==> config.mk <==
export PLATFORM = sky130hd
export DESIGN_NAME = fe2_dispatch
export DESIGN_NICKNAME = d
export VERILOG_FILES = /design/src/common/fe2_pkg.sv /design/src/design/fe2_dispatch.sv
export SDC_FILE = /design/constraint.sdc
export NUM_CORES = 1
export LEC_CHECK = 0
export BUFFER_PORTS_ARGS = -buffer_cell sky130_fd_sc_hd__buf_4
export CAP_MARGIN = 20
export CORE_AREA = 2 2 111 113
export CTS_CLUSTER_SIZE = 25
export DETAILED_ROUTE_END_ITERATION = 7
export DIE_AREA = 0 0 113 115
export PLACE_DENSITY = 0.43
export SETUP_SLACK_MARGIN = 0.05
export SYNTH_ARGS = -nofsm -noshare
export SYNTH_HDL_FRONTEND = slang
export SYNTH_SLANG_ARGS = --single-unit
export TNS_END_PERCENT = 1
==> constraint.sdc <==
create_clock -name i_clk -period 4.7 [get_ports i_clk]
set_input_delay 0.235 -clock i_clk [delete_from_list [all_inputs] [get_ports i_clk]]
set_output_delay 0.235 -clock i_clk [all_outputs]
set_load 0.05 [all_outputs]
==> src/common/fe2_pkg.sv <==
////////////////////////////////////////////////////////////////////////////
// shared types for the Fp2 multiplication engine
// field prime, element typedefs, modular add and subtract
////////////////////////////////////////////////////////////////////////////

package fe2_pkg;

localparam int FE_BITS = 32;

typedef logic [FE_BITS-1:0]   fe_t;        // one Fp element
typedef logic [2*FE_BITS-1:0] fe2_t;       // {c1, c0}
typedef logic [2*FE_BITS-1:0] fe_wide_t;   // unreduced product
typedef logic [7:0]           tag_t;       // caller job tag
typedef logic [1:0]           prod_idx_t;  // 0 a0b0, 1 a1b1, 2 a0b1, 3 a1b0

// 2^32 - 5, congruent to 3 mod 4 so u^2 + 1 is irreducible
localparam fe_t P = 32'd4294967291;

// a + b mod P, both inputs below P
function automatic fe_t fe_add(fe_t a, fe_t b);
  logic [FE_BITS:0] s;
  s = {1'b0, a} + {1'b0, b};
  if (s >= {1'b0, P}) begin
    s = s - {1'b0, P};
  end
  return s[FE_BITS-1:0];
endfunction

// a - b mod P, both inputs below P
function automatic fe_t fe_sub(fe_t a, fe_t b);
  fe_t d;
  d = a - b;
  if (a < b) begin
    d = d + P;  // wraps back into range
  end
  return d;
endfunction

endpackage

==> src/design/fe2_dispatch.sv <==
////////////////////////////////////////////////////////////////////////////
// job dispatcher, hands each Fp2 job to an idle lane
// round-robin search starting at a rotating pointer
////////////////////////////////////////////////////////////////////////////
`timescale 1ns/1ps

module fe2_dispatch #(
  parameter int NUM_LANES = 4
)(
  input  logic                 i_clk,
  input  logic                 i_rst_n,
  input  logic                 i_val,
  output logic                 o_rdy,
  input  fe2_pkg::fe2_t        i_a,
  input  fe2_pkg::fe2_t        i_b,
  input  fe2_pkg::tag_t        i_tag,
  output logic [NUM_LANES-1:0] o_lane_val,
  input  logic [NUM_LANES-1:0] i_lane_rdy,
  output fe2_pkg::fe2_t        o_a,
  output fe2_pkg::fe2_t        o_b,
  output fe2_pkg::tag_t        o_tag
);

localparam int LANE_BITS = $clog2(NUM_LANES);

logic [LANE_BITS-1:0] ptr_q;  // first lane to try
logic [LANE_BITS-1:0] sel;    // chosen lane
logic                 found;

always_comb begin
  int idx;
  found      = 1'b0;
  sel        = ptr_q;
  o_lane_val = '0;
  for (int k = 0; k < NUM_LANES; k++) begin
    idx = int'(ptr_q) + k;
    if (idx >= NUM_LANES) begin
      idx = idx - NUM_LANES;  // wrap around
    end
    if (!found && i_lane_rdy[idx]) begin
      found           = 1'b1;
      sel             = LANE_BITS'(idx);
      o_lane_val[idx] = i_val;
    end
  end
end

assign o_rdy = |i_lane_rdy;  // any idle lane
assign o_a   = i_a;          // shared operand bus
assign o_b   = i_b;
assign o_tag = i_tag;

always_ff @(posedge i_clk or negedge i_rst_n) begin
  if (!i_rst_n) begin
    ptr_q <= '0;
  end else if (i_val && found) begin
    ptr_q <= (sel == LANE_BITS'(NUM_LANES - 1)) ? '0 : sel + 1'b1;  // past chosen lane
  end
end

endmodule

==> flow_summary_export.csv <==
group,metric,value,unit
outcome,status,"finished with violations",
outcome,violations,"design-rule violations",
clock_network,cts_made_buffers,3,
finish,drive_gt1_share,25.3,%
clock_network,cts_setup_buffers,0,
route,drt_wl_total,2.65,mm
clock_network,cts_root_buf,"clkbuf_16",
finish,regArea,50.0,µm²
finish,final_cell_mix,"buf_4 (11), mux2i_1 (9), a22oi_1 (8), ha_1 (8), o21ai_0 (6)",
global_routing,globalRouteOverflowTotal,0,
pwr,power,0.645,mW
logic_synthesis,ys_ff_latch,2,
floorplan,io_pins,284,
worst_setup_path,critPathTopFamily,"flip-flops",
clock_network,path_clk_slew,30,ps
clock_network,cts_buffer_depth,2,
timing,maxSlewViolCount,0,
logic_synthesis,async_reset_ff_share,100,%
timing,max_freq,285,MHz
worst_setup_path,cp_max_fo,15,
logic_synthesis,yosysTopAreaCell,"buf_4",
timing,finalCritPeriodShare,74.6,%
worst_setup_path,r2r_slack,1720,ps
logic_synthesis,synth_nets,355,
route,route.detailed.drc,19,
worst_setup_path,r2r_end,"ptr_q[1]",
route,ant_nets,0,
global_routing,grt_pass1_wl,3.75,mm
worst_setup_path,crit_type,"flip-flop to output port",
finish,num-nets-final,232,
pwr,power_density,697,nW/µm²
logic_synthesis,synth-edff-count,0,
worst_setup_path,cp.required,4470,ps
timing,setup_viol,0,
worst_setup_path,r2r_start,"ptr_q[0]",
placement,gp_congestion,0.725,
logic_synthesis,syn_avg_cell_area,7.94,µm²
worst_setup_path,crit_cells,9,
floorplan,dieHeight,115,µm
worst_setup_path,critPathLaunchType,"flip-flop",
worst_setup_path,cp_common_cell,"mux2i_1",
worst_setup_path,crit_slowest_cell,"dfrtp_1",
finish,multiInputGateArea,517,µm²
timing,slew_headroom,49.1,%
timing,hold_viol_final,0,
global_routing,grt_max_degree,16,
finish,largest-register,"ptr_q",
floorplan,fp.coreArea,11800,µm²
pwr,leakage,0.346,nW
logic_synthesis,yosysSeqAreaShare,3.09,%
placement,place_area,841,µm²
floorplan,initial_core_util,13.7,%
route,routedWlPerCell,11.7,µm
finish,final_cells,226,
finish,largest_register_ffs,2,
logic_synthesis,netlist_top_cells_area,"buf_4 (63%), ha_1 (6.2%), mux2i_1 (5.6%), a22oi_1 (3.7%), dfrtp_1 (3.1%)",
job,drv_cap,0,
timing,period_needed,3500,ps
placement,dpl.cell_count,222,
pwr,irDropWorstVdd,0.000117,V
floorplan,die_x,113,µm
finish,n_fill_cell,1386,
timing,final.setup.tns,0,ps
finish,reg.largest.list,"ptr_q: 2 flops",
worst_setup_path,path_cells,"inv_1 -> ha_1 -> mux2i_1 -> mux2i_1 -> nor3b_1 -> a22oi_1 -> o21ai_0 -> and2_1 -> buf_4",
worst_setup_path,cp-end-kind,"output port",
clock_network,cts_tree,"yes",
finish,final_common_cell,"buf_4",
logic_synthesis,ys_types,29,
clock_network,insertion_delay,220,ps
route,first_iter_violations,43,
timing,clock-skew-final,0.594,ps
route,dr.pass1.iters,8,
logic_synthesis,synth_ff_type,"dfrtp_1",
logic_synthesis,synth-warning-count,0,
finish,area_growth_syn_to_layout,-42.8,%
clock_network,htreeDepth,1,
global_routing,antenna_found_initial,0,
timing,rsz0062_at_grt,"no",
global_routing,grt_use_total,3.76,%
finish,design_area,926,µm²
timing,worst_pin_slew,742,ps
finish,n_antenna_cell,0,
clock_network,clock_sinks,2,
floorplan,die_area,13000,µm²
worst_hold_path,hold_path_class,"input pin to async pin",
placement,port_buffers,11,
worst_setup_path,r2r_cells,8,
route,routed-via-count,705,
worst_setup_path,cp.arrival,3270,ps
floorplan,core.rowCount,40,
logic_synthesis,synth_cells,204,
logic_synthesis,netlist_area,1620,µm²
route,viasPerCell,3.12,
logic_synthesis,yosysTopAreaCellShare,63.1,%
global_routing,grt_pass1_vias,713,
worst_setup_path,critPathBufInv,2,
finish,post-route-util,7.84,%
worst_setup_path,max_stage_delay,700,ps
## worst register-to-register path: stages, from the launching register on
cell and delay, ps:
dfrtp_1 700, inv_1 280, ha_1 530, mux2i_1 270, mux2i_1 220, o211ai_1 230
o221ai_1 260, a21boi_0 210, o31ai_2 190
## through the flow
| stage | hold slack (ps) | setup WS (ps) |
|---|---|---|
| 6_report | 367 | 1200 |
| 5_1_grt | 394 | 839 |
| 4_1_cts | 392 | 1190 |
| 3_5_place_dp | 21.5 | 1430 |
| 3_3_place_gp | 20.0 | 1600 |
| 2_1_floorplan | -60.6 | 1730 |
## how the worst max path moves through the flow
stage	startpoint	endpoint	slack, ps
2_1_floorplan	ptr_q[0]	o_lane_val[0]	1730
3_3_place_gp	ptr_q[0]	o_lane_val[3]	1600
3_5_place_dp	ptr_q[0]	o_lane_val[2]	1430
4_1_cts	ptr_q[0]	o_lane_val[2]	1190
5_1_grt	ptr_q[0]	o_lane_val[0]	840
6_report	ptr_q[0]	o_lane_val[2]	1200
## per-layer routing
layer  track usage (%)  vias up  wire [µm]
met5                 0        -          0
met1              3.55      315        870
li1                  -      283          -
met2              3.83       57       1050
met4              8.54        0        377
met3              1.48       50        356
## area by class of cell
| type | instances | share of cell area, % |
|---|---|---|
| clock buffers | 3 | 8.11 |
| flip-flops and latches | 2 | 5.41 |
| multi-input cells | 60 | 55.8 |
| well taps | 147 | 19.9 |
| inverters | 2 | 0.811 |
| repair buffers | 12 | 10.0 |
## synth_stat cells, types with 2 or more instances
master / instances
buf_4: 136
mux2i_1: 9
a22oi_1: 8
ha_1: 8
o21ai_0: 6
and2_1: 4
nand2_1: 3
nor2_1: 3
a21oi_1: 2
clkbuf_1: 2
dfrtp_1: 2
inv_1: 2
mux4_2: 2
nor2b_4: 2
## cell families after synthesis
group                    count (synthesis)  share of synthesized area [%]
AND/OR/NAND/NOR                         19                           7.96
multiplexers                            11                           8.35
buffers and inverters                  142                           65.0
adder cells (fa/ha/maj)                  8                           6.18
AO/OA/AOI/OAI                           22                           9.43
flip-flops                               2                           3.09
## where the power goes
| part | internal (mW) | leakage (nW) | switching, mW | total (mW) |
|---|---|---|---|---|
| registers | 0.0261 | 0.0236 | 0.0398 | 0.0659 |
| logic | 0.206 | 0.285 | 0.247 | 0.453 |
| clock network | 0.108 | 0.0370 | 0.0185 | 0.127 |
| total | 0.340 | 0.346 | 0.305 | 0.645 |
## what timing repair did
| action | CTS | global route |
|---|---|---|
| endpoints found under the hold margin | 2 | 0 |
| gates resized for setup | 0 | 0 |
| hold buffers | 1 | 0 |
No activity file was read; power rests on OpenSTA's default activity.
