[config.mk]
export PLATFORM = sky130hd
export DESIGN_NAME = mul_share_arb
export DESIGN_NICKNAME = d
export VERILOG_FILES = /design/src/common/fe2_pkg.sv /design/src/design/mul_share/mul_share_arb.sv
export SDC_FILE = /design/constraint.sdc
export NUM_CORES = 1
export LEC_CHECK = 0
export ABC_AREA = 1
export ABC_CLOCK_PERIOD_IN_PS = 4600
export BUFFER_PORTS_ARGS = -buffer_cell sky130_fd_sc_hd__buf_4
export CAP_MARGIN = 5
export CORE_AREA = 5 5 161 163
export CTS_CLUSTER_DIAMETER = 60
export DETAILED_ROUTE_END_ITERATION = 12
export DIE_AREA = 0 0 166 168
export SKIP_LAST_GASP = 1
export SLEW_MARGIN = 25
export SYNTH_ARGS = -nofsm -noshare
export SYNTH_HDL_FRONTEND = slang
export SYNTH_SLANG_ARGS = --single-unit
[constraint.sdc]
create_clock -name i_clk -period 4.6 [get_ports i_clk]
set_input_delay 0.92 -clock i_clk [delete_from_list [all_inputs] [get_ports i_clk]]
set_output_delay 0.92 -clock i_clk [all_outputs]
set_load 0.1 [all_outputs]
[src/common/fe2_pkg.sv]
////////////////////////////////////////////////////////////////////////////
// shared types for the Fp2 multiplication engine
// field prime, element typedefs, modular add and subtract
////////////////////////////////////////////////////////////////////////////

package fe2_pkg;

localparam int FE_BITS = 32;

typedef logic [FE_BITS-1:0]   fe_t;        // one Fp element
typedef logic [2*FE_BITS-1:0] fe2_t;       // {c1, c0}
typedef logic [2*FE_BITS-1:0] fe_wide_t;   // unreduced product
typedef logic [7:0]           tag_t;       // caller job tag
typedef logic [1:0]           prod_idx_t;  // 0 a0b0, 1 a1b1, 2 a0b1, 3 a1b0

// 2^32 - 5, congruent to 3 mod 4 so u^2 + 1 is irreducible
localparam fe_t P = 32'd4294967291;

// a + b mod P, both inputs below P
function automatic fe_t fe_add(fe_t a, fe_t b);
  logic [FE_BITS:0] s;
  s = {1'b0, a} + {1'b0, b};
  if (s >= {1'b0, P}) begin
    s = s - {1'b0, P};
  end
  return s[FE_BITS-1:0];
endfunction

// a - b mod P, both inputs below P
function automatic fe_t fe_sub(fe_t a, fe_t b);
  fe_t d;
  d = a - b;
  if (a < b) begin
    d = d + P;  // wraps back into range
  end
  return d;
endfunction

endpackage

[src/design/mul_share/mul_share_arb.sv]
////////////////////////////////////////////////////////////////////////////
// round-robin share of one multiplier between the lanes
// lane index rides in the control bits and routes the result back
////////////////////////////////////////////////////////////////////////////
`timescale 1ns/1ps

module mul_share_arb #(
  parameter int NUM_LANES = 4
)(
  input  logic                                i_clk,
  input  logic                                i_rst_n,
  input  logic [NUM_LANES-1:0]                i_req_val,
  output logic [NUM_LANES-1:0]                o_req_rdy,
  input  fe2_pkg::fe_t [NUM_LANES-1:0]        i_req_x,
  input  fe2_pkg::fe_t [NUM_LANES-1:0]        i_req_y,
  input  fe2_pkg::prod_idx_t [NUM_LANES-1:0]  i_req_idx,
  output logic                                o_mul_val,
  input  logic                                i_mul_rdy,
  output fe2_pkg::fe_t                        o_mul_a,
  output fe2_pkg::fe_t                        o_mul_b,
  output logic [$clog2(NUM_LANES)+1:0]        o_mul_ctl,
  input  logic                                i_res_val,
  input  fe2_pkg::fe_t                        i_res,
  input  logic [$clog2(NUM_LANES)+1:0]        i_res_ctl,
  output logic [NUM_LANES-1:0]                o_ret_val,
  output fe2_pkg::fe_t                        o_ret_res,
  output fe2_pkg::prod_idx_t                  o_ret_idx
);

localparam int LANE_BITS = $clog2(NUM_LANES);

logic [LANE_BITS-1:0] ptr_q;  // highest priority lane
logic [LANE_BITS-1:0] sel;
logic                 found;
logic [NUM_LANES-1:0] grant;

// a lane is ready when no lane ahead of it in the rotation requests,
// so its own val never feeds its rdy
always_comb begin
  int idx;
  found     = 1'b0;
  sel       = ptr_q;
  o_req_rdy = '0;
  for (int k = 0; k < NUM_LANES; k++) begin
    idx = int'(ptr_q) + k;
    if (idx >= NUM_LANES) begin
      idx = idx - NUM_LANES;
    end
    o_req_rdy[idx] = i_mul_rdy && !found;
    if (!found && i_req_val[idx]) begin
      found = 1'b1;
      sel   = LANE_BITS'(idx);
    end
  end
end

assign grant     = i_req_val & o_req_rdy;
assign o_mul_val = found;
assign o_mul_a   = i_req_x[sel];
assign o_mul_b   = i_req_y[sel];
assign o_mul_ctl = {sel, i_req_idx[sel]};  // lane above product index

// result goes only to the lane named in the control
always_comb begin
  for (int i = 0; i < NUM_LANES; i++) begin
    o_ret_val[i] = i_res_val && (i_res_ctl[LANE_BITS+1:2] == LANE_BITS'(i));
  end
end

assign o_ret_res = i_res;
assign o_ret_idx = i_res_ctl[1:0];

always_ff @(posedge i_clk or negedge i_rst_n) begin
  if (!i_rst_n) begin
    ptr_q <= '0;
  end else if (o_mul_val && i_mul_rdy) begin
    ptr_q <= (sel == LANE_BITS'(NUM_LANES - 1)) ? '0 : sel + 1'b1;
  end
end

// at most one lane transfers per cycle
assert property (@(posedge i_clk) disable iff (!i_rst_n)
  $onehot0(grant))
  else $error("arbiter grant not one-hot");

endmodule

==> flow_metrics.py <==
metrics = {
    "run_status": {
        "status": "complete, no violations",
    },
    "timing": {
        "rsz0062_at_grt": "false",
        "finalClockSkew_ps": 0.342,
        "slew_violations": 0,
        "fmax_mhz": 239,
        "tightest_slew_ps": 474,
        "fin_crit_ps": 4180,
        "final.setup.tns_ps": 0,
        "min_period_over_period_pct": 90.9,
        "finalSetupViolations": 0,
        "final-hold-violation-count": 0,
        "worst_slew_margin_rel_pct": 68.4,
    },
    "yosys": {
        "yosysSeqAreaShare_pct": 1.46,
        "syn-num-nets": 1104,
        "ys_seq_elements": 2,
        "syn_inst": 788,
        "syn-cell-area_mm2": 0.00343,
        "synth_area_leaders": "nand2_1 69%, buf_4 8.5%, buf_2 3.5%",
        "syn_area_per_cell_um2": 4.35,
        "synth_warnings": 0,
        "yosys.area.top_type": "nand2_1",
        "yosysTopAreaCellShare_pct": 68.9,
        "synth.distinct_cells": 25,
    },
    "clock_tree": {
        "cts_setup_buffers": 0,
        "holdBufCountCts": 0,
        "cts_resized": 0,
        "cts_buffers": 3,
        "clk_latency_ps": 220,
        "cts_max_level": 1,
        "clkTransAtPathRegs_ps": 30,
        "clockBufferDepth": 2,
        "cts_tree": "yes",
        "cts-root-buf": "clkbuf_16",
        "cts_sinks": 2,
    },
    "floorplanning": {
        "die_h_um": 168,
        "ioPinCount": 419,
        "die_w_um": 166,
        "rows": 57,
        "core-area_mm2": 0.0242,
        "initial_utilization_pct": 14.2,
        "die-area_mm2": 0.0279,
    },
    "critical_path": {
        "startpoint_type": "flop",
        "cp-end-kind": "output pin",
        "critical-path-max-stage-delay_ps": 510,
        "critical_path.slowest_cell": "dfrtp_1",
        "path_class": "flop to output pin",
        "crit_fanout": 42,
        "required_ps": 3680,
        "critical_path_arrival_ps": 3260,
        "worst_path_most_repeated_cell": "nand2_1",
        "worstPathCellList": "inv_1 -> ha_1 -> inv_1 -> nand3_1 -> nand2_2 -> nand2_1 -> nor2_2 -> nand3_1 -> nand2_4 -> inv_4 -> buf_12 -> nand2_1 -> nand2_1 -> nand2_1 -> nand2_1 -> buf_4",
    },
    "global_routing": {
        "grt_pass1_wl_um": 27900,
        "grt.overflow.total": 0,
        "grt_pass1_vias": 5495,
        "grt_max_degree": 71,
        "grt.total_usage_pct": 11.9,
        "antenna_found_initial": 0,
    },
    "cells_and_area": {
        "largest_register_ffs": 2,
        "drive_above_1_share_pct": 35.2,
        "nets": 1391,
        "num_antenna_cells": 0,
        "area_growth_pct": 79.2,
        "top_regs": "ptr_q: 2 flops",
        "regMostFlops": "ptr_q",
    },
    "job": {
        "maxCapViolCount": 0,
    },
    "route": {
        "drc_errors": 0,
        "drt-initial-drc-count": 308,
        "wire_per_inst_um": 13.1,
        "postRouteWirelength_um": 18300,
        "via_count": 5527,
        "routed_via_density": 3.96,
        "firstDrtPassIters": 4,
        "ant_nets": 0,
    },
    "place": {
        "hpwl_um": 15100,
        "port-buffer-count": 350,
        "routabilityCongestion": 0.878,
    },
    "hold_path": {
        "hold_class": "input port to async pin",
    },
}
## logic make-up (layout without fill, tap and decap cells)
logic type / after synthesis / in the layout / share of synthesized area (%)
and+or+nand+nor: 665 / 665 / 74.9
DFF: 2 / 2 / 1.46
buffers and inverters: 99 / 384 / 18.3
AOI/OAI and AO/OA: 14 / 14 / 2.34
adders and majority gates: 8 / 8 / 2.92
## synthesized netlist by cell type
cell / count
nand2_1: 629
inv_4: 2
clkbuf_1: 5
nor2_1: 4
buf_4: 39
nand4_1: 1
dfrtp_1: 2
a31oi_1: 1
buf_2: 24
o311ai_0: 1
o211ai_1: 1
nand2_2: 5
nand3_1: 16
a21oi_1: 1
nor2_2: 2
nand3_2: 3
nor3_1: 4
o21ai_1: 1
nand2_4: 1
buf_6: 10
inv_1: 17
a211oi_1: 1
inv_2: 2
o21ai_0: 8
ha_1: 8
## cells in the final DEF, fill, tap and decap left out, drive strengths merged
cell type / instances
nor2: 6
nand2: 635
a211oi: 1
nand3: 19
a21oi: 1
nor3: 4
inv: 21
nand4: 1
clkbuf: 3
dfrtp: 2
o21ai: 9
a31oi: 1
buf: 360
ha: 8
o211ai: 1
o311ai: 1
## per-layer routing
metal,routed length [um],track usage (%),part of all wire (%),up-vias
li1,-,-,-,2882
met1,7560,14.3,41,2367
met2,8730,20.4,48,240
met3,1450,3.54,7.9,38
met4,578,3.84,3.2,0
met5,0,0,0,-
## cell type report
cell class	count	area, um2
Timing Repair Buffer	360	2780
Fill cell	2770	18000
Sequential cell	2	50.0
Tap cell	324	405
Clock buffer	3	75.1
Inverter	21	83.8
Multi-Input combinational cell	687	2750
## path summary, 6_finish.rpt
kind                          endpoint  cells past startpoint  slack, ps      from
hold / removal                ptr_q[1]                      1        480   i_rst_n
min in group i_clk            ptr_q[0]                      2        630  ptr_q[0]
max in group asynchronous     ptr_q[0]                      1       4020   i_rst_n
setup reg to reg              ptr_q[1]                     13       2010  ptr_q[1]
hold reg to reg               ptr_q[0]                      2        630  ptr_q[0]
setup / recovery           o_mul_b[21]                     16        420  ptr_q[1]
## worst max-delay path: cells and delay by family (launching register included)
kind / cells / cell delay, ps
buffers and inverters: 5 / 1190
adders and majority gates: 1 / 390
and+or+nand+nor: 10 / 910
DFF: 1 / 510
## stage by stage
step / hold slack [ps] / util, % / cell area, um2 / std cells / worst slack [ps]
4_1_cts: 480 / 25.4 / 6140 / 1397 / 384
5_1_grt: 474 / 25.4 / 6140 / 1397 / 83.0
6_report: 482 / 25.4 / 6140 / 1397 / 417
3_3_place_gp: 615 / 25.1 / 6060 / 1394 / 593
2_1_floorplan: 624 / - / 3430 / 788 / 32.6
3_5_place_dp: 631 / 25.1 / 6060 / 1394 / 572
Power is left out: the tool's default activity adds up to more than one toggle a clock period on the data nets, which glitch-free logic cannot reach.
