File: config.mk
export PLATFORM = sky130hd
export DESIGN_NAME = fe_mul_pipe
export DESIGN_NICKNAME = d
export VERILOG_FILES = /design/src/common/fe2_pkg.sv /design/src/design/mul_share/fe_mul_pipe.sv
export SDC_FILE = /design/constraint.sdc
export NUM_CORES = 2
export LEC_CHECK = 0
export ABC_AREA = 1
export CELL_PAD_IN_SITES_DETAIL_PLACEMENT = 1
export CELL_PAD_IN_SITES_GLOBAL_PLACEMENT = 1
export CORE_UTILIZATION = 48
export CTS_BUF_LIST = sky130_fd_sc_hd__clkbuf_4 sky130_fd_sc_hd__clkbuf_8 sky130_fd_sc_hd__clkbuf_16
export DETAILED_ROUTE_END_ITERATION = 10
export DONT_BUFFER_PORTS = 1
export PLACE_DENSITY_LB_ADDON = 0.1
export SLEW_MARGIN = 0
export SYNTH_ARGS = -nofsm -noshare
export SYNTH_HDL_FRONTEND = slang
export SYNTH_SLANG_ARGS = --single-unit
export TNS_END_PERCENT = 100
File: constraint.sdc
create_clock -name i_clk -period 6.8 [get_ports i_clk]
set_input_delay 0.34 -clock i_clk [delete_from_list [all_inputs] [get_ports i_clk]]
set_output_delay 0.34 -clock i_clk [all_outputs]
set_load 0.005 [all_outputs]
File: src/common/fe2_pkg.sv
////////////////////////////////////////////////////////////////////////////
// shared types for the Fp2 multiplication engine
// field prime, element typedefs, modular add and subtract
////////////////////////////////////////////////////////////////////////////

package fe2_pkg;

localparam int FE_BITS = 32;

typedef logic [FE_BITS-1:0]   fe_t;        // one Fp element
typedef logic [2*FE_BITS-1:0] fe2_t;       // {c1, c0}
typedef logic [2*FE_BITS-1:0] fe_wide_t;   // unreduced product
typedef logic [7:0]           tag_t;       // caller job tag
typedef logic [1:0]           prod_idx_t;  // 0 a0b0, 1 a1b1, 2 a0b1, 3 a1b0

// 2^32 - 5, congruent to 3 mod 4 so u^2 + 1 is irreducible
localparam fe_t P = 32'd4294967291;

// a + b mod P, both inputs below P
function automatic fe_t fe_add(fe_t a, fe_t b);
  logic [FE_BITS:0] s;
  s = {1'b0, a} + {1'b0, b};
  if (s >= {1'b0, P}) begin
    s = s - {1'b0, P};
  end
  return s[FE_BITS-1:0];
endfunction

// a - b mod P, both inputs below P
function automatic fe_t fe_sub(fe_t a, fe_t b);
  fe_t d;
  d = a - b;
  if (a < b) begin
    d = d + P;  // wraps back into range
  end
  return d;
endfunction

endpackage

File: src/design/mul_share/fe_mul_pipe.sv
////////////////////////////////////////////////////////////////////////////
// pipelined modular multiplier, a * b mod P
// control bits travel alongside, whole pipe freezes on stall
////////////////////////////////////////////////////////////////////////////
`timescale 1ns/1ps

module fe_mul_pipe #(
  parameter int MUL_LEVEL = 3,
  parameter int CTL_BITS  = 4
)(
  input  logic                i_clk,
  input  logic                i_rst_n,
  input  logic                i_val,
  output logic                o_rdy,
  input  fe2_pkg::fe_t        i_a,
  input  fe2_pkg::fe_t        i_b,
  input  logic [CTL_BITS-1:0] i_ctl,
  output logic                o_val,
  input  logic                i_rdy,
  output fe2_pkg::fe_t        o_res,
  output logic [CTL_BITS-1:0] o_ctl
);

import fe2_pkg::*;

// 2^32 mod P, small enough that two folds plus one subtract reduce fully
localparam logic [FE_BITS+2:0] FOLD = {3'b001, {FE_BITS{1'b0}}} - {3'b000, P};

function automatic fe_t fe_reduce(fe_wide_t x);
  logic [FE_BITS+2:0] hi;
  logic [FE_BITS+2:0] lo;
  logic [FE_BITS+2:0] t;
  hi = {3'b000, x[2*FE_BITS-1:FE_BITS]};
  lo = {3'b000, x[FE_BITS-1:0]};
  t  = hi * FOLD + lo;  // below 6 * 2^32
  hi = {{FE_BITS{1'b0}}, t[FE_BITS+2:FE_BITS]};
  lo = {3'b000, t[FE_BITS-1:0]};
  t  = hi * FOLD + lo;  // below 2^32 + 30
  if (t >= {3'b000, P}) begin
    t = t - {3'b000, P};
  end
  return t[FE_BITS-1:0];
endfunction

logic [MUL_LEVEL-1:0] val_q;
fe_wide_t             prod_q [MUL_LEVEL];
logic [CTL_BITS-1:0]  ctl_q  [MUL_LEVEL];

assign o_rdy = !val_q[MUL_LEVEL-1] || i_rdy;  // last stage empty or draining
assign o_val = val_q[MUL_LEVEL-1];
assign o_res = fe_reduce(prod_q[MUL_LEVEL-1]);
assign o_ctl = ctl_q[MUL_LEVEL-1];

always_ff @(posedge i_clk or negedge i_rst_n) begin
  if (!i_rst_n) begin
    val_q <= '0;
  end else if (o_rdy) begin
    val_q[0] <= i_val;
    for (int i = 1; i < MUL_LEVEL; i++) val_q[i] <= val_q[i-1];
  end
end

always_ff @(posedge i_clk) begin
  if (o_rdy) begin
    prod_q[0] <= fe_wide_t'(i_a) * fe_wide_t'(i_b);
    ctl_q[0]  <= i_ctl;
    for (int i = 1; i < MUL_LEVEL; i++) begin
      prod_q[i] <= prod_q[i-1];
      ctl_q[i]  <= ctl_q[i-1];
    end
  end
end

assert property (@(posedge i_clk) disable iff (!i_rst_n)
  (o_val && !i_rdy) |=> o_val && $stable(o_res) && $stable(o_ctl))
  else $error("multiplier output changed while stalled");

endmodule

==> results by group <==
Critical path
  • WP data arrival: 6.76 ns
  • Crit path max fanout: 5
  • Critical Path Max Stage Delay: approximately 0.5 ns
  • Slowest cell on crit path: fa_1
  • Start-to-end type of the worst setup path: reg2out
  • Worst r2r dst: prod_q[0][8]$_DFFE_PP_
  • R2r startpoint: val_q[2]$_DFFE_PN0P_
  • Critical Path End Type: primary output
  • Reg2reg path depth: 2
  • Cell mode on critical path: nand2_1
  • Flop2flop setup slack: 4.74 ns
  • WP data required: 6.46 ns
  • Startpoint Class: flip-flop

Clocking
  • Clk_lat worst skew: about 0.50 ns
  • H-tree depth: 1
  • Clock Sinks: just over 200
  • CTS tree: done
  • Clock Root Buffer: clkbuf_16
  • CTS max path bufs: 3
  • Clk slew on worst S/H paths: 0.06 ns
  • Inserted Clock Buffers: 21

Min path
  • Hold path endpoint: prod_q[0][0]$_DFFE_PP_
  • HP Class: in2reg
  • Hold depth: 2
  • Hold path start: i_b[0]

Layout
  • Non-filler instance count after layout: roughly 7000
  • Inserted Diodes: 0
  • Final #Nets: 7187
  • Share of cells above drive strength 1: 11.0%
  • Area grow syn2layout: 11.0%
  • Fin util: 53.9%

Global routing
  • Total GRT Usage: 28.9%
  • Vias in the first global route: 41400
  • GRT met3 Usage: 2.46%
  • GRT overflow: 0
  • Top Usage Layer GRT: met2
  • Met2 Use GR: 53.1%
  • Largest net degree at the start of global routing: 180
  • Global-route wire length before repair: around 220000 µm
  • Met1 Use GR: 36.6%
  • Initial antenna violation count: 1

Floorplanning
  • Chip Height: between 300 and 400 µm
  • Ports: 110
  • Row Count: 113
  • Starting Density: 48.6%
  • CORE AREA: 0.0952 mm²
  • Die W: approximately 310 µm
  • Die Footprint: approximately 0.098 mm²

Timing
  • Final hold vios: 0
  • Max_slew headroom: around 31%
  • Worst clock skew: about 0.0083 ns
  • Final max-slew violation count: 0
  • Tmin final: 7.10 ns
  • Peak Freq: 0.141 GHz
  • RSZ-0062 raised after global routing: true
  • Setup TNS: -6.83 ns
  • Hold_ws: roughly 0.033 ns
  • Final WS setup: -0.298 ns
  • # setup viols final: 32
  • Worst-Margin Slew: 1.03 ns
  • Fin crit share: 104%

Synth
  • Syn nets: 7029
  • Async S/R FF share, synth: 1.45%
  • Area of the mapped netlist: 0.0462 mm²
  • Gate Count Post-Synth: 5688
  • Post-synth cell types: 46
  • Syn. warnings: 0
  • Flops & latches, synth: 207
  • Synth Area per Inst: 8.13 µm²
  • Sequential share of the synthesized area: 13.4%
  • Post-synth EDFFs: 204
  • Post-synth top flop: edfxtp_1

Placement
  • Placed instance count: 7024
  • Port Buf Inserts: 0
  • Detailed placement HPWL: 110000 µm
  • Routability cong.: between 0.8 and 0.9

Routing
  • DR pass1 iterations: 5
  • Total number of vias: 36200
  • WL/cell: 19.1 µm
  • Via density: roughly 5
  • DRC violations left: 0
  • Initial DRC Count: 1637
  • Routed wire length: 136000 µm
  • Final ANT Viol Nets: 0

Flow run
  • Max cap viols: 0

Status
  • Violated checks: setup timing
  • Status: complete, but fails checks
-- repair_timing --
action                                 4_1_cts  5_1_grt
pin swaps                                   41       57
buffers inserted                            41       15
gates cloned                                 2        0
resized for setup                          161      105
hold buffers                                 6        0
endpoints found under the hold margin        8        0
setup endpoints to repair                   33       49
-- cell usage after synthesis (10+ instances only) --
| cell | n | share of area, % |
|---|---|---|
| inv_1 | 1733 | 14 |
| clkbuf_1 | 192 | 1.6 |
| xnor2_1 | 23 | 0.44 |
| nor2_2 | 27 | 0.37 |
| ha_1 | 341 | 9.2 |
| a31oi_1 | 27 | 0.37 |
| a21boi_0 | 10 | 0.16 |
| nor2_1 | 172 | 1.4 |
| nand2_1 | 1563 | 13 |
| nor3_1 | 16 | 0.17 |
| o21ai_0 | 41 | 0.44 |
| fa_1 | 928 | 40 |
| nand4_1 | 20 | 0.27 |
| xor2_1 | 44 | 0.83 |
| nand3_1 | 110 | 1.2 |
| edfxtp_1 | 204 | 13 |
| inv_2 | 10 | 0.081 |
| nand2_2 | 29 | 0.39 |
| a21oi_1 | 111 | 1.2 |
| nand3_2 | 11 | 0.24 |
-- layer usage --
layer	up-vias	wire, µm
met4	2	3420
met3	204	4560
met1	18800	56400
met2	651	72000
li1	16500	-
met5	-	11
-- cell families (layout without fill, tap and decap cells) --
logic type	Yosys count	count (layout)	share of synthesized area [%]
and+or+nand+nor	1972	1972	17.2
DFF	207	207	13.4
AOI/OAI and AO/OA	227	227	2.80
adders and majority gates	1269	1269	49.4
xor gates and xnor gates	67	67	1.27
muxes	1	1	0.0244
buffers and inverters	1945	2115	15.9
-- how the worst max path moves through the flow --
stage,to,startpoint,slack (ns),cells past startpoint
2_1_floorplan,prod_q[0][58]$_DFFE_PP_,i_a[28],0.01,24
3_3_place_gp,prod_q[0][50]$_DFFE_PP_,i_b[2],-0.33,33
3_5_place_dp,prod_q[0][50]$_DFFE_PP_,i_b[2],-0.48,33
4_1_cts,o_res[3],prod_q[0][174]$_DFFE_PP_,-0.23,46
5_1_grt,o_res[3],prod_q[0][172]$_DFFE_PP_,-0.68,46
6_report,o_res[6],prod_q[0][172]$_DFFE_PP_,-0.30,45
-- registers in the layout, summed over array words and instances (netlist names) --
register	count
prod_q	192
ctl_q	12
val_q	3
-- metrics by stage --
| step | setup WS (ns) | area, µm² |
|---|---|---|
| floorplan | 0.0136 | 46200 |
| global placement | -0.333 | 49100 |
| detailed placement | -0.482 | 49100 |
| CTS | -0.225 | 50800 |
| global route | -0.680 | 51300 |
| finish | -0.298 | 51300 |
-- worst max-delay path: cells and delay by family, from the launching register on --
family          cells  cell delay [ns]
simple gates       28             2.71
fa+ha+maj           5             1.88
buf+inv             9             0.76
flops               1             0.46
compound gates      2             0.28
xor+xnor            1             0.14
-- final cells by class --
class                      instances  area (µm²)
inverter                        1745        6560
multi-input combinational       3536       33800
clock buffer                      24         548
timing repair buffer             334        2590
fill                           11500       43800
sequential                       207        6200
clock inverter                    11        55.1
timing repair inverter             1        8.76
tap                             1265        1580
-- cells in the final DEF, fill, tap and decap left out, types with 30 or more instances in the layout --
master,count
inv_1,1713
nand2_1,1494
fa_1,927
buf_4,322
ha_1,307
edfxtp_1,204
nor2_1,151
a21oi_1,94
nand3_1,92
nand2_2,80
xor2_1,43
o21ai_0,34
nor2_2,30
ha_4,30
Power is not shown: default switching activity piles up to over one toggle a cycle in this logic, so the estimate is an artifact.
