===== config.mk =====
export PLATFORM = sky130hd
export DESIGN_NAME = fe2_mul_lane
export DESIGN_NICKNAME = d
export VERILOG_FILES = /design/src/common/fe2_pkg.sv /design/src/design/fe2_mul_lane.sv
export SDC_FILE = /design/constraint.sdc
export NUM_CORES = 1
export LEC_CHECK = 0
export BUFFER_PORTS_ARGS = -buffer_cell sky130_fd_sc_hd__buf_2
export CAP_MARGIN = 20
export CORE_UTILIZATION = 50
export CTS_CLUSTER_DIAMETER = 200
export DETAILED_ROUTE_END_ITERATION = 16
export GPL_ROUTABILITY_DRIVEN = 0
export HOLD_SLACK_MARGIN = 0.12
export PLACE_DENSITY = 0.73
export SLEW_MARGIN = 10
export SYNTH_ARGS = -nofsm -noshare
export SYNTH_HDL_FRONTEND = slang
export SYNTH_SLANG_ARGS = --single-unit

===== constraint.sdc =====
create_clock -name i_clk -period 4.8 [get_ports i_clk]
set_input_delay 0.96 -clock i_clk [delete_from_list [all_inputs] [get_ports i_clk]]
set_output_delay 0.96 -clock i_clk [all_outputs]
set_load 0.02 [all_outputs]

===== src/common/fe2_pkg.sv =====
////////////////////////////////////////////////////////////////////////////
// shared types for the Fp2 multiplication engine
// field prime, element typedefs, modular add and subtract
////////////////////////////////////////////////////////////////////////////

package fe2_pkg;

localparam int FE_BITS = 32;

typedef logic [FE_BITS-1:0]   fe_t;        // one Fp element
typedef logic [2*FE_BITS-1:0] fe2_t;       // {c1, c0}
typedef logic [2*FE_BITS-1:0] fe_wide_t;   // unreduced product
typedef logic [7:0]           tag_t;       // caller job tag
typedef logic [1:0]           prod_idx_t;  // 0 a0b0, 1 a1b1, 2 a0b1, 3 a1b0

// 2^32 - 5, congruent to 3 mod 4 so u^2 + 1 is irreducible
localparam fe_t P = 32'd4294967291;

// a + b mod P, both inputs below P
function automatic fe_t fe_add(fe_t a, fe_t b);
  logic [FE_BITS:0] s;
  s = {1'b0, a} + {1'b0, b};
  if (s >= {1'b0, P}) begin
    s = s - {1'b0, P};
  end
  return s[FE_BITS-1:0];
endfunction

// a - b mod P, both inputs below P
function automatic fe_t fe_sub(fe_t a, fe_t b);
  fe_t d;
  d = a - b;
  if (a < b) begin
    d = d + P;  // wraps back into range
  end
  return d;
endfunction

endpackage


===== src/design/fe2_mul_lane.sv =====
////////////////////////////////////////////////////////////////////////////
// one Fp2 multiplication lane
// issues four base-field products, then combines them mod P
////////////////////////////////////////////////////////////////////////////
`timescale 1ns/1ps

module fe2_mul_lane (
  input  logic               i_clk,
  input  logic               i_rst_n,
  input  logic               i_val,
  output logic               o_rdy,
  input  fe2_pkg::fe2_t      i_a,
  input  fe2_pkg::fe2_t      i_b,
  input  fe2_pkg::tag_t      i_tag,
  output logic               o_req_val,
  input  logic               i_req_rdy,
  output fe2_pkg::fe_t       o_req_x,
  output fe2_pkg::fe_t       o_req_y,
  output fe2_pkg::prod_idx_t o_req_idx,
  input  logic               i_ret_val,
  input  fe2_pkg::fe_t       i_ret_res,
  input  fe2_pkg::prod_idx_t i_ret_idx,
  output logic               o_done_val,
  input  logic               i_done_rdy,
  output fe2_pkg::fe2_t      o_res,
  output fe2_pkg::tag_t      o_tag
);

import fe2_pkg::*;

typedef enum logic [1:0] {st_idle, st_issue, st_wait, st_done} state_t;

state_t     state_q;
prod_idx_t  iss_q;      // next product to issue
logic [2:0] ret_cnt_q;  // products returned so far
fe2_t       a_q;
fe2_t       b_q;
tag_t       tag_q;
fe_t        p_q [4];    // slot per prod_idx_t
fe2_t       res_q;
logic       take_job;
logic       issue_ok;
logic       combine;

assign take_job = i_val && o_rdy;
assign issue_ok = o_req_val && i_req_rdy;
assign combine  = (state_q == st_wait) && (ret_cnt_q == 3'd4);

assign o_rdy     = (state_q == st_idle);
assign o_req_val = (state_q == st_issue);
assign o_req_idx = iss_q;
// x takes a1 for indices 1 and 3, y takes b1 for indices 1 and 2
assign o_req_x   = iss_q[0] ? a_q[2*FE_BITS-1:FE_BITS] : a_q[FE_BITS-1:0];
assign o_req_y   = (iss_q[0] ^ iss_q[1]) ? b_q[2*FE_BITS-1:FE_BITS] : b_q[FE_BITS-1:0];

assign o_done_val = (state_q == st_done);
assign o_res      = res_q;
assign o_tag      = tag_q;

always_ff @(posedge i_clk or negedge i_rst_n) begin
  if (!i_rst_n) begin
    state_q   <= st_idle;
    iss_q     <= '0;
    ret_cnt_q <= '0;
  end else begin
    if (take_job) begin
      ret_cnt_q <= '0;
    end else if (i_ret_val) begin
      ret_cnt_q <= ret_cnt_q + 3'd1;
    end
    case (state_q)
      st_idle: begin
        if (take_job) begin
          state_q <= st_issue;
          iss_q   <= '0;
        end
      end
      st_issue: begin
        if (issue_ok) begin
          iss_q <= iss_q + 2'd1;
          if (iss_q == 2'd3) state_q <= st_wait;  // all four sent
        end
      end
      st_wait: if (combine) state_q <= st_done;
      st_done: if (i_done_rdy) state_q <= st_idle;
      default: state_q <= st_idle;
    endcase
  end
end

always_ff @(posedge i_clk) begin
  if (take_job) begin
    a_q   <= i_a;
    b_q   <= i_b;
    tag_q <= i_tag;
  end
  if (i_ret_val) p_q[i_ret_idx] <= i_ret_res;
  // c1 = a0b1 + a1b0, c0 = a0b0 - a1b1
  if (combine) res_q <= {fe_add(p_q[2], p_q[3]), fe_sub(p_q[0], p_q[1])};
end

// products only come back to a busy lane, and the shared multiplier reduces them
assert property (@(posedge i_clk) disable iff (!i_rst_n)
  i_ret_val |-> (i_ret_res < P) && (state_q inside {st_issue, st_wait}))
  else $error("lane return out of range or unexpected");

assert property (@(posedge i_clk) disable iff (!i_rst_n)
  o_done_val |-> (o_res[FE_BITS-1:0] < P) && (o_res[2*FE_BITS-1:FE_BITS] < P))
  else $error("lane result not reduced");

endmodule


==> run metrics, run 1 <==
status=complete, no violations; via count=11470; Max Cap Viol=0; Yosys top cell area share=58.97%; pin count of the biggest net entering global routing=91; period utilisation layout=91.06%; Synth Instances=1260; num rows=66; hpwl dp=28610 um; CP Max Fanout=11; layout cells sized above 1=30.89%; drt wl/cell=18.30 um; synthesis-to-layout area growth=20.04%; Die ar.=34140 sq um; FF+latch count, synth=335; Rel. slew slack=35.39%; CTS Buffer Depth=3; antenna violations before repair=13; # resized after CTS=0; Final Hold Fails=0; Initial Util=51.08%; Hold-fix buffers, CTS=0; area leader, netlist=edfxtp_1; final net count=1837; commonest non-fill, non-tap cell in the layout=edfxtp_1; crit path DAT=4.61 ns; worst slew pin tran=0.9447 ns; asr flop ratio synth=2.090%; commonest cells after routing, fill and taps aside=edfxtp_1, buf_2, nand2_1; worst vdd ir=415.6 uV; H-tree depth=2; Clock Pin Slew Worst Setup and Hold Paths=0.06 ns; Pins Over Slew Limit=0; Setup CP Type=reg2reg; I/O Buffers=316; Fill cells=2642; post-synthesis sequential area ratio=60.02%; leakage dissipation=0.007788 uW; Post-CTS Setup Repair Bufs=0; clock sink total=335; Main synth FF type=edfxtp_1; RSZ-0062 raised after global routing=false; Num CTS Buffers=37; setup TNS=0 ns; Distinct cells, synth=90; root buf cell=clkbuf_16; cell count after placement=1988; die width=184.8 um; initial DRC count=733; HP Class=in2async; Core Area=32700 sq um; final setup vio count=0; fin crit period=4.371 ns; critical path required time=5.04 ns; clk_lat worst skew=0.53 ns; pre-CTS WS=0.4389 ns; Mapped Nets=1511; Setup Skew=0.02710 ns; CTS tree=yes; routed vias/inst=5.567; GR Util All Layers=21.83%; Synth area leaders=edfxtp_1, ha_1, mux2_2, xor2_1, xnor2_1; YS warnings=0; r2r worst-path depth=13; Final Power=9013 uW; final cell count without fillers=2060; # DRC=0; pwr dens=449.6 nW/um^2; IO Count=317; Overflow after GRT=0; Die Y-Extent=184.8 um; final worst slack=0.4291 ns; ANT nets after route=0; syn avg cell area=13.26 sq um; CP endpoint kind=register; vias in the first global route=11100; DRT Pass-1 Iters=6; crit start category=register; Mapped Area=16700 sq um; Post-synth EDFFs=328; f_max=228.8 MHz; final WL=37710 um; first-pass GRT wire length=57900 um
==> sequential cells by signal, indices dropped and copies added, names as in the netlist <==
name / flops
p_q: 128
a_q: 64
b_q: 64
o_res: 64
o_tag: 8
ret_cnt_q: 3
o_req_idx: 2
state_q: 2
==> stage by stage <==
stage / util [%] / hold WS, ns / cell area (sq um)
finish: 61.31 / 0.2679 / 20050
global route: 61.28 / 0.2648 / 20040
CTS: 61.20 / 0.2627 / 20010
detailed placement: 57.45 / 0.5228 / 18790
global placement: 57.45 / 0.5106 / 18790
floorplan: - / 0.5125 / 16700
==> kinds of logic after synthesis <==
group / count (synthesis) / share of synthesized area, %
flip-flops: 335 / 60.02
XOR/XNOR: 102 / 5.439
AND/OR/NAND/NOR: 292 / 9.686
adder cells (fa/ha/maj): 75 / 5.708
multiplexers: 70 / 4.689
buffers and inverters: 102 / 2.367
AO/OA/AOI/OAI: 284 / 12.09
==> cell usage after synthesis, types with 4 or more instances <==
cell type and number:
edfxtp_1 328, nand2_1 79, a21oi_1 75, ha_1 73, mux2_2 66, inv_1 59, xor2_1 53, xnor2_1 47
nor2_1 40, o21ai_0 40, a21o_1 34, clkbuf_1 34, nand4_1 24, a211oi_1 22, nor3_1 21, nand3_1 19
o211ai_1 17, or3_1 16, and2_1 12, o21a_1 12, or2_2 11, and3_1 10, a31oi_1 8, nand2b_1 8
a211o_1 7, buf_2 7, dfrtp_1 7, nor2b_1 7, o21bai_1 7, nor4_1 6, nor4_2 6, a2111oi_2 5
and4_1 5, mux2i_1 4, nand3b_1 4, o31ai_1 4, or4_1 4
==> layer usage <==
layer	global-route usage [%]	share of wire (%)
met3	6.311	7.7
met1	25.43	39
met2	38.45	51
met4	7.207	2.9
met5	0	0.27
==> power by group <==
part           internal [uW]  switching [uW]
logic                    936            1540
clock network           1730            1120
registers               3610            86.6
total                   6270            2750
==> cell type report <==
class	count	area, sq um	area share (%)
Tap cell	442	553.0	2.758
Multi-Input combinational cell	823	6297	31.41
Inverter	59	221.5	1.105
Clock inverter	19	245.2	1.223
Clock buffer	46	980.9	4.893
Antenna cell	6	15.01	0.07489
Timing Repair Buffer	330	1712	8.537
Sequential cell	335	10020	50.00
==> worst paths after layout <==
| check | startpoint | to | slack (ns) |
|---|---|---|---|
| max in group asynchronous | i_rst_n | ret_cnt_q[1] | 4.36 |
| worst min-delay path | i_rst_n | o_req_idx[1] | 0.27 |
| worst max register to register | p_q[3][0] | o_res[51] | 0.43 |
| worst max-delay path | p_q[3][0] | o_res[51] | 0.43 |
| min in group i_clk | o_req_idx[1] | o_req_idx[1] | 0.54 |
| worst min register to register | o_req_idx[1] | o_req_idx[1] | 0.54 |
==> worst max-delay path, cell delays in order (launching register included) <==
cell and delay [ns]:
edfxtp_1 0.36, ha_1 0.24, fa_1 0.44, a211o_1 0.33, a21o_1 0.21, a311o_1 0.38
and2_4 0.20, xor2_1 0.31, nand4_1 0.26, nor4_2 0.38, nand4_1 0.16, buf_4 0.23
a2111oi_1 0.49, xor2_1 0.12
(Power assumes the default switching activity.)
==> inputs of run 2 (changes only) <==
- RECOVER_POWER: default -> 100
==> run metrics, run 2 (synthesis results as in run 1) <==
Top delay family on crit path=compound AO/OA/AOI/OAI gates; CP max stage delay=0.51 ns; # DRC=0; Clock Pin Slew Worst Setup and Hold Paths=0.06 ns; Setup CP Type=reg2reg; H-tree depth=2; crit path cell chain=ha_1 -> fa_1 -> a211o_1 -> a21o_1 -> a311o_1 -> and2_4 -> xor2_1 -> nand4_1 -> nor4_1 -> nand4_1 -> buf_4 -> a2111oi_1 -> xnor2_1; RSZ-0062 raised after global routing=false; CP endpoint kind=register; commonest non-fill, non-tap cell in the layout=edfxtp_1; period utilisation layout=92.41%; initial DRC count=733; critical path required time=5.05 ns; synthesis-to-layout area growth=18.09%; CP Max Fanout=19; slowest CP cell=a2111oi_1; Die ar.=34140 sq um; crit start category=register; met3 Use GR=6.311%; clk_lat worst skew=0.53 ns; Fill cells=2726; commonest cells after routing, fill and taps aside=edfxtp_1, clkbuf_1, buf_2; first-pass GRT wire length=57900 um; vias in the first global route=11100; final cell count without fillers=2058; hpwl dp=28610 um; Num CTS Buffers=37; Most flops, register=p_q; crit path DAT=4.68 ns; Post-CTS Setup Repair Bufs=0; Die Y-Extent=184.8 um; Multi-input gate area=6232 sq um; die width=184.8 um; met2 Usage GRT=38.45%; worst hold slack=0.3524 ns; Most Crowded Layer GR=met2; setup TNS=0 ns; Rel. slew slack=-94.32%; worst vdd ir=413.9 uV; drt wl/cell=18.33 um; fin crit period=4.435 ns; final setup vio count=0; I/O Buffers=316; Initial Util=51.08%; IO Count=317; placed instance area=18790 sq um; CTS tree=yes; layout cells sized above 1=18.92%; f_max=225.5 MHz; met1 Usage GRT=25.43%; max FFs per register=128; DRT Pass-1 Iters=5; pin count of the biggest net entering global routing=91; Final Cell Area=19720 sq um; num rows=66; Top cell by count, worst path=nand4_1; Final Hold Fails=0; GR Util All Layers=21.83%; reg2reg start=p_q[3][0]; ANT nets after route=0; cell count after placement=1988; status=finished with violations; Pins Over Slew Limit=281; HP Class=in2async; leakage dissipation=0.007269 uW; antenna violations before repair=12; routed vias/inst=5.566; failing checks=max-capacitance violations, max-slew violations; Core Area=32700 sq um; pwr dens=452.5 nW/um^2; root buf cell=clkbuf_16; Setup Skew=0.02754 ns; Core Util, Final=60.32%; final WL=37730 um; clock sink total=335; crit path launch=p_q[3][0]; Worst Path Buf+Inv=1; CTS Buffer Depth=3; Overflow after GRT=0; # resized after CTS=0; worst slew pin tran=2.913 ns; via count=11460; Max Cap Viol=8; Hold-fix buffers, CTS=0; final net count=1837; Register Area=10020 sq um
[run 2: cell count changes in the layout (fill, tap and decap cells not counted), sizes merged]
cell    delta
buf      -181
clkbuf   +181
diode      -2
[run 2: stage by stage]
stage	setup WS (ns)	total power [uW]
2_1_floorplan	0.1835	5472
3_3_place_gp	0.5411	6194
3_5_place_dp	0.4389	6240
4_1_cts	0.4362	9087
5_1_grt	0.07268	9308
6_report	0.3645	8925
[run 2: final cells by class]
cell class	instances	share of cell area, %
sequential	335	50.82
multi-input combinational	823	31.60
timing repair buffer	330	7.384
clock buffer	46	4.973
tap	442	2.804
clock inverter	19	1.243
inverter	59	1.123
antenna	4	0.05075
[run 2: routing by layer]
metal	routed length, um	up-vias
met5	100	-
met4	1156	14
met3	3041	87
met2	18980	414
met1	14460	5445
li1	-	5495
[run 2: path summary, 6_finish.rpt]
| kind | depth (start not counted) | slack [ns] | to |
|---|---|---|---|
| max in group asynchronous | 1 | 4.13 | ret_cnt_q[1] |
| min | 1 | 0.35 | o_req_idx[1] |
| max reg2reg | 13 | 0.36 | o_res[52] |
| min reg2reg | 1 | 0.54 | o_req_idx[1] |
| min in group i_clk | 1 | 0.54 | o_req_idx[1] |
| max | 13 | 0.36 | o_res[52] |
[run 2: where the power goes]
group	switching, uW	internal [uW]	total [uW]	leakage, uW
clock network	1120	1730	2840	0.000596
logic	1540	839	2380	0.00359
registers	87.9	3620	3710	0.00308
total	2740	6180	8930	0.00727
